## src/common/tlbBistPkg.sv

```systemverilog
package tlbBistPkg;

  // array geometry
  localparam int AddrWidth = 6;
  localparam int Depth     = 64;
  localparam int DataWidth = 2;

  // last address of the array
  localparam logic [AddrWidth-1:0] MaxAddr = AddrWidth'(Depth - 1);

  // expectation queue sizing
  // one pointer bit per entry index plus a wrap bit
  localparam int QueueDepth    = 2;
  localparam int QueuePtrWidth = 1;

  // ******************************
  // march state encoding
  // ******************************
  typedef enum logic [2:0] {
    Idle   = 3'd0,
    Write0 = 3'd1,
    Read0  = 3'd2,
    Comp0  = 3'd3,
    Write1 = 3'd4,
    Read1  = 3'd5,
    Comp1  = 3'd6,
    Done   = 3'd7
  } bistStateE;

  // iteration order is 00 -> 11 -> 01 -> 10
  // the encoding doubles as the base data pattern
  typedef enum logic [1:0] {
    IterSolid0 = 2'b00,
    IterSolid1 = 2'b11,
    IterCheckA = 2'b01,
    IterCheckB = 2'b10
  } iterE;

  // request to the external array
  typedef struct packed {
    logic                 wrEn;
    logic                 rdEn;
    logic [AddrWidth-1:0] addr;
    logic [DataWidth-1:0] data;
  } arrayReqT;

  // expected result of one read in flight
  typedef struct packed {
    logic [AddrWidth-1:0] addr;
    logic [DataWidth-1:0] data;
  } expectT;

  // engine status seen at the top
  typedef struct packed {
    logic                 done;
    logic                 fail;
    logic [AddrWidth-1:0] failAddr;
  } bistStatusT;

  // base pattern for an iteration and address
  // solid iterations ignore the address
  // checkerboard iterations flip on odd addresses
  function automatic logic [DataWidth-1:0] basePattern(iterE iter, logic addrLsb);
    logic [DataWidth-1:0] base;
    logic                 isCheck;
    base    = iter;
    isCheck = base[1] ^ base[0];
    return base ^ {DataWidth{isCheck & addrLsb}};
  endfunction

endpackage
```

## src/rtl/tlbArrayBist.sv

```systemverilog
`timescale 1ns/100ps

module tlbArrayBist (
  input  logic                             clk,
  input  logic                             rstN_i,
  input  logic                             startBist_i,
  output tlbBistPkg::arrayReqT             arrayReq_o,
  input  logic [tlbBistPkg::DataWidth-1:0] readData_i,
  output tlbBistPkg::bistStatusT           status_o
);
  import tlbBistPkg::*;

  // sequencer to queue
  logic   pushValid;
  expectT pushExpect;

  // queue to checker
  logic   popValid;
  expectT popExpect;

  // run boundaries
  logic   runStart;
  logic   runDone;

  // ******************************
  // producer, buffer, consumer
  // ******************************
  marchSequencer u_marchSequencer (
    .clk          (clk),
    .rstN_i       (rstN_i),
    .startBist_i  (startBist_i),
    .arrayReq_o   (arrayReq_o),
    .pushValid_o  (pushValid),
    .pushExpect_o (pushExpect),
    .runStart_o   (runStart),
    .runDone_o    (runDone)
  );

  expectQueue u_expectQueue (
    .clk          (clk),
    .rstN_i       (rstN_i),
    .pushValid_i  (pushValid),
    .pushExpect_i (pushExpect),
    .popValid_o   (popValid),
    .popExpect_o  (popExpect)
  );

  resultChecker u_resultChecker (
    .clk         (clk),
    .rstN_i      (rstN_i),
    .popValid_i  (popValid),
    .popExpect_i (popExpect),
    .readData_i  (readData_i),
    .runStart_i  (runStart),
    .runDone_i   (runDone),
    .status_o    (status_o)
  );

endmodule

```

## src/rtl/resultChecker.sv

```systemverilog
`timescale 1ns/100ps

module resultChecker (
  input  logic                             clk,
  input  logic                             rstN_i,
  input  logic                             popValid_i,
  input  tlbBistPkg::expectT               popExpect_i,
  input  logic [tlbBistPkg::DataWidth-1:0] readData_i,
  input  logic                             runStart_i,
  input  logic                             runDone_i,
  output tlbBistPkg::bistStatusT           status_o
);
  import tlbBistPkg::*;

  // compare result and status register
  logic       mismatch;
  bistStatusT statusQ;

  // ******************************
  // read compare
  // ******************************
  // read data is only meaningful in the pop cycle
  assign mismatch = popValid_i && (readData_i != popExpect_i.data);

  // ******************************
  // status register
  // ******************************
  always_ff @(posedge clk or negedge rstN_i) begin
    if (!rstN_i) begin
      statusQ <= '0;
    end else begin
      // done follows the sequencer one cycle late
      statusQ.done <= runDone_i;
      if (runStart_i) begin
        // new run wipes the previous result
        statusQ.fail     <= 1'b0;
        statusQ.failAddr <= '0;
      end else if (mismatch && !statusQ.fail) begin
        // sticky, keep the first failing address only
        statusQ.fail     <= 1'b1;
        statusQ.failAddr <= popExpect_i.addr;
      end
    end
  end

  assign status_o = statusQ;

endmodule

```

## src/rtl/expectQueue.sv

```systemverilog
`timescale 1ns/100ps

module expectQueue (
  input  logic               clk,
  input  logic               rstN_i,
  input  logic               pushValid_i,
  input  tlbBistPkg::expectT pushExpect_i,
  output logic               popValid_o,
  output tlbBistPkg::expectT popExpect_o
);
  import tlbBistPkg::*;

  // storage and pointers, top pointer bit is the wrap flag
  expectT                 entryQ [QueueDepth];
  logic [QueuePtrWidth:0] wrPtrQ;
  logic [QueuePtrWidth:0] rdPtrQ;
  logic                   queueFull;
  logic                   queueEmpty;
  logic                   pushEn;
  logic                   popEn;

  // ******************************
  // occupancy
  // ******************************
  assign queueEmpty = (wrPtrQ == rdPtrQ);
  assign queueFull  = (wrPtrQ[QueuePtrWidth] != rdPtrQ[QueuePtrWidth]) &&
                      (wrPtrQ[QueuePtrWidth-1:0] == rdPtrQ[QueuePtrWidth-1:0]);

  // read spacing keeps the queue from filling up
  assign pushEn = pushValid_i && !queueFull;
  assign popEn  = popValid_o && !queueEmpty;

  always_ff @(posedge clk) begin
    if (pushEn) begin
      entryQ[wrPtrQ[QueuePtrWidth-1:0]] <= pushExpect_i;
    end
  end

  always_ff @(posedge clk or negedge rstN_i) begin
    if (!rstN_i) begin
      wrPtrQ     <= '0;
      rdPtrQ     <= '0;
      popValid_o <= 1'b0;
    end else begin
      if (pushEn) begin
        wrPtrQ <= wrPtrQ + 1'b1;
      end
      if (popEn) begin
        rdPtrQ <= rdPtrQ + 1'b1;
      end
      // retire one cycle after the push, same as the array latency
      popValid_o <= pushEn;
    end
  end

  // oldest entry goes to the checker
  assign popExpect_o = entryQ[rdPtrQ[QueuePtrWidth-1:0]];

endmodule

```

## src/rtl/marchSequencer/marchSequencer.sv

```systemverilog
`timescale 1ns/100ps

module marchSequencer (
  input  logic                 clk,
  input  logic                 rstN_i,
  input  logic                 startBist_i,
  output tlbBistPkg::arrayReqT arrayReq_o,
  output logic                 pushValid_o,
  output tlbBistPkg::expectT   pushExpect_o,
  output logic                 runStart_o,
  output logic                 runDone_o
);
  import tlbBistPkg::*;

  // state and counters
  bistStateE            stateQ;
  bistStateE            stateD;
  logic [AddrWidth-1:0] addrQ;
  logic [AddrWidth-1:0] addrD;
  logic                 decrementQ;
  logic                 decrementD;
  iterE                 iterQ;
  iterE                 iterD;

  // derived controls
  logic                 cntZero;
  logic                 cntDone;
  logic [AddrWidth-1:0] addrStep;
  logic                 invert;
  logic [DataWidth-1:0] reqData;
  logic                 isWrite;
  logic                 isRead;

  // iteration order 00 -> 11 -> 01 -> 10 -> 00
  function automatic iterE nextIter(iterE cur);
    iterE nxt;
    unique case (cur)
      IterSolid0: nxt = IterSolid1;
      IterSolid1: nxt = IterCheckA;
      IterCheckA: nxt = IterCheckB;
      default:    nxt = IterSolid0;
    endcase
    return nxt;
  endfunction

  // ******************************
  // address counter
  // ******************************
  assign cntZero = (addrQ == '0);
  assign cntDone = (addrQ == MaxAddr);

  // one adder for both directions
  // complement before and after the increment to count down
  assign addrStep = ((addrQ ^ {AddrWidth{decrementQ}}) + 1'b1) ^ {AddrWidth{decrementQ}};

  // ******************************
  // next state
  // ******************************
  always_comb begin
    stateD     = stateQ;
    addrD      = addrQ;
    decrementD = decrementQ;
    iterD      = iterQ;
    unique case (stateQ)
      Idle: begin
        // fresh run starts at address 0 in the first iteration
        if (startBist_i) begin
          stateD     = Write0;
          addrD      = '0;
          decrementD = 1'b0;
          iterD      = IterSolid0;
        end
      end
      Write0: begin
        // fill pass, one write per cycle
        if (cntDone) begin
          stateD = Read0;
          addrD  = '0;
        end else begin
          addrD = addrStep;
        end
      end
      Read0:  stateD = Comp0;
      Comp0:  stateD = Write1;
      Write1: stateD = Read1;
      Read1:  stateD = Comp1;
      Comp1: begin
        if (!decrementQ) begin
          // ascending march, top address turns the direction around
          stateD = Read0;
          if (cntDone) begin
            decrementD = 1'b1;
          end else begin
            addrD = addrStep;
          end
        end else if (!cntZero) begin
          stateD = Read0;
          addrD  = addrStep;
        end else begin
          // descending march finished this iteration
          decrementD = 1'b0;
          iterD      = nextIter(iterQ);
          stateD     = (iterQ == IterCheckB) ? Done : Write0;
        end
      end
      Done: begin
        // hold until the start level drops
        if (!startBist_i) begin
          stateD = Idle;
        end
      end
      default: stateD = Idle;
    endcase
  end

  always_ff @(posedge clk or negedge rstN_i) begin
    if (!rstN_i) begin
      stateQ     <= Idle;
      addrQ      <= '0;
      decrementQ <= 1'b0;
      iterQ      <= IterSolid0;
    end else begin
      stateQ     <= stateD;
      addrQ      <= addrD;
      decrementQ <= decrementD;
      iterQ      <= iterD;
    end
  end

  // ******************************
  // array request and expectation
  // ******************************
  assign isWrite = (stateQ == Write0) || (stateQ == Write1);
  assign isRead  = (stateQ == Read0) || (stateQ == Read1);

  // second read and its write are inverted on the way up
  // on the way down the first read is the inverted one
  // decrement is always low during the fill pass
  assign invert  = decrementQ ^ ((stateQ == Write1) || (stateQ == Read1));
  assign reqData = basePattern(iterQ, addrQ[0]) ^ {DataWidth{invert}};

  always_comb begin
    arrayReq_o.wrEn = isWrite;
    arrayReq_o.rdEn = isRead;
    arrayReq_o.addr = addrQ;
    arrayReq_o.data = reqData;
  end

  // every read pushes what it should return
  assign pushValid_o       = isRead;
  assign pushExpect_o.addr = addrQ;
  assign pushExpect_o.data = reqData;

  // run boundaries for the checker
  assign runStart_o = (stateQ == Idle) && startBist_i;
  assign runDone_o  = (stateQ == Done);

endmodule

```

## config.mk

```make
export PLATFORM = sky130hd
export DESIGN_NAME = tlbArrayBist
export DESIGN_NICKNAME = d
export VERILOG_FILES = /design/src/common/tlbBistPkg.sv /design/src/rtl/tlbArrayBist.sv /design/src/rtl/resultChecker.sv /design/src/rtl/expectQueue.sv /design/src/rtl/marchSequencer/marchSequencer.sv
export SDC_FILE = /design/constraint.sdc
export NUM_CORES = 1
export LEC_CHECK = 0
export BUFFER_PORTS_ARGS = -buffer_cell sky130_fd_sc_hd__buf_2
export CORE_ASPECT_RATIO = 2
export CORE_MARGIN = 2
export CORE_UTILIZATION = 35
export CTS_BUF_LIST = sky130_fd_sc_hd__clkbuf_8
export DETAILED_ROUTE_END_ITERATION = 8
export GPL_TIMING_DRIVEN = 0
export RECOVER_POWER = 50
export SLEW_MARGIN = 20
export SYNTH_ARGS = -nofsm -noshare
export SYNTH_HDL_FRONTEND = slang
export SYNTH_SLANG_ARGS = --single-unit
```

## constraint.sdc

```tcl
create_clock -name clk -period 1.95 [get_ports clk]
set_input_delay 0.0975 -clock clk [delete_from_list [all_inputs] [get_ports clk]]
set_output_delay 0.0975 -clock clk [all_outputs]
set_load 0.01 [all_outputs]
```

==> metrics.cfg <==
[run_status]
status = finished with violations
violations = DRC, setup timing

[timing]
fmax_mhz = 471.3
setup_viol = 11
tightest_slew_ns = 0.5888
period_share = 1.088
fin_ws_ns = -0.1716
drv_slew = 0
slew_headroom = 0.6075
hold_viol_final = 0
fin_crit_ns = 2.122
clock-skew-final_ns = 0.001744
rsz0062_at_grt = true

[clock_network]
cts_max_path_buffers = 2
numCtsBuffers = 5
clkLatencyLatePin_ns = 0.28
cts_tree = done
h-tree-depth = 2
clock_sinks = 41
path_clk_slew_ns = 0.08
clockRootBuffer = clkbuf_8

[synth]
yosysSeqAreaShare = 0.5278
yosys_warnings = 0
synth_seq_cells = 41
synth_top_area_share = 0.2985
synth_fa_ha_area_frac = 0.02388
synth.area.top_cells = dfrtp_1 30%, edfxtp_1 23%, mux2i_1 5.3%
synth_most_common_cell = dfrtp_1
netlist.top_cell.by_area = dfrtp_1
avgSynthCellArea_um2 = 11.45
synth_top_family_by_area = compound AO/OA/AOI/OAI gates
syn_nets = 192
synth_simple_gate_area_share = 0.1182
synth_mux_area_frac = 0.06866
synth-compound-area-share = 0.1582
synth_edf_count = 16
syn_area_mm2 = 0.002096
synth_flop_cell = dfrtp_1
ys_types = 45
async_flop_share = 0.6098
synth_cells = 183
yosys-top-cells-count = 25 x dfrtp_1, 16 x edfxtp_1, 13 x nand2_1, 11 x mux2i_1, 10 x nor2_1
synth-xor-area-share = 0.05433

[grt]
grt-ovfl-total = 0
antenna_found_initial = 0
grt_pass1_vias = 1517
grt_first_pass_wirelength_um = 7189
grt_use_total = 0.1435
grt_start_max_net_pins = 26

[drt]
final_antenna_net_count = 0
vias = 1511
drtPass1Iterations = 6
remaining_drc_errors = 2
wl_per_cell_um = 15.70
drt_wl_total_um = 4506
via_per_inst = 5.265
initialDrtViolationCount = 33

[die]
die_h_um = 113.4
fp.coreArea_mm2 = 0.005758
start_util = 0.3640
die_w_um = 58.72
die_area_mm2 = 0.006660
ioPinCount = 23
rows = 39

[flow_run]
max_cap_viol_count = 0

[critical_path]
cp-end-kind = flop
startpoint = u_marchSequencer.addrQ[1]
critPathKind = flop to flop
r2r-start = u_marchSequencer.addrQ[1]
cp.arrival_ns = 2.30
worstPathRequired_ns = 2.12
regToRegSetupSlack_ns = -0.17
path_max_fanout = 5
startpoint_type = flop

[place]
dpl.hpwl_um = 3232
io_buffers = 22
place.gp.congestion = 0.7725
place_ws_ns = -0.4322
dp.cells = 266
placed_cell_area_mm2 = 0.002290

[power_and_ir_drop]
power_density_mw_per_mm2 = 625.7
power.leakage_nw = 1.086
ir_drop_mv = 0.4880
power_mw = 1.606

[worst_hold_path]
min_path_type = primary input to flop
hp-start = startBist_i

[cells_and_area]
final_cell_count_no_fill = 287
fin_area_mm2 = 0.002567
syn_to_final_growth_pct = 22.51
final_nets = 234
num_antenna_cells = 0
drive_gt1_frac = 0.3274

-- report_power, final --
group	internal [mW]	switching [mW]	total, mW
combinational	0.0171	0.0238	0.0409
clock	0.377	0.287	0.664
sequential	0.898	0.00422	0.902
total	1.29	0.315	1.61
-- repair_timing --
action                     4_1_cts  5_1_grt
resized for setup               10       19
cloned                           0        0
setup buffers                    8        5
hold buffers                     1        0
pin swaps                        2        3
setup endpoints to repair       29       34
hold endpoints to repair        25        0
-- final timing paths --
| check | to | depth (start not counted) |
|---|---|---|
| hold / removal | u_marchSequencer.stateQ[1] | 3 |
| hold reg to reg | u_resultChecker.status_o[1] | 1 |
| setup / recovery | u_marchSequencer.addrQ[1] | 4 |
| min in group asynchronous | u_marchSequencer.addrQ[4] | 2 |
| setup reg to reg | u_marchSequencer.addrQ[1] | 4 |
| max in group asynchronous | u_marchSequencer.addrQ[2] | 2 |
-- worst max-delay path, cell delays in order, from the launching register on --
cell	delay, ns
dfrtp_2	0.44
or4b_4	0.53
or4_4	0.49
a31oi_4	0.23
mux2_4	0.31
-- placed cells by master, fill, tap and decap left out, drive strengths merged, types with 2 or more instances in the layout --
cell type   n
o211a       6
ha          4
edfxtp     16
xnor2       5
a21o        2
dfrtp      25
nand2      13
clkbuf      9
a21boi      2
or2         2
and2        3
a21oi       8
nor2       10
o31ai       4
mux2i      11
buf        41
nand3b      2
mux2        3
nor2b       2
nor3b       2
o21a        3
o21ai       9
inv         8
or3         2
nand3       6
a2bb2oi     2
xor2        8
a31oi       2
-- logic make-up after synthesis --
family / count (synthesis)
AOI/OAI and AO/OA: 45
adders and majority gates: 4
buffers and inverters: 19
muxes: 14
xor gates and xnor gates: 13
and+or+nand+nor: 47
DFF: 41
-- metal layers --
metal,GRT usage,part of all wire,up-vias
met1,0.1428,0.35,736
li1,-,-,737
met5,0,0,-
met4,0.06970,0.033,0
met2,0.2764,0.59,30
met3,0.01814,0.029,8
-- flip-flops by register name (all words and copies together) (netlist names) --
register and count:
u_expectQueue.entryQ 16, u_expectQueue.popValid_o 1, u_expectQueue.rdPtrQ 2, u_expectQueue.wrPtrQ 2, u_marchSequencer.addrQ 6, u_marchSequencer.decrementQ 1, u_marchSequencer.iterQ 2, u_marchSequencer.stateQ 3
u_resultChecker.status_o 8
-- per-stage QoR --
step                      utilization  hold WS [ns]  TNS, ns
final                          0.4459        0.1664   -1.243
after global routing           0.4459        0.1859   -1.772
after CTS                      0.4329        0.1569   -1.617
after detailed placement       0.3977        0.1413   -7.279
after global placement         0.3977        0.1456   -6.775
after floorplan                     -       -0.1981  -0.9114
-- cell type report --
cell class | instances | area [µm²]
well taps | 61 | 76.32
repair buffers | 36 | 221.5
clock inverters | 3 | 41.29
flip-flops and latches | 41 | 1109
inverters | 8 | 30.03
multi-input cells | 123 | 957.2
plain buffers | 10 | 63.81
fillers | 571 | 3191
clock buffers | 5 | 68.82
Note: power is estimated with default switching activity, not from simulation.
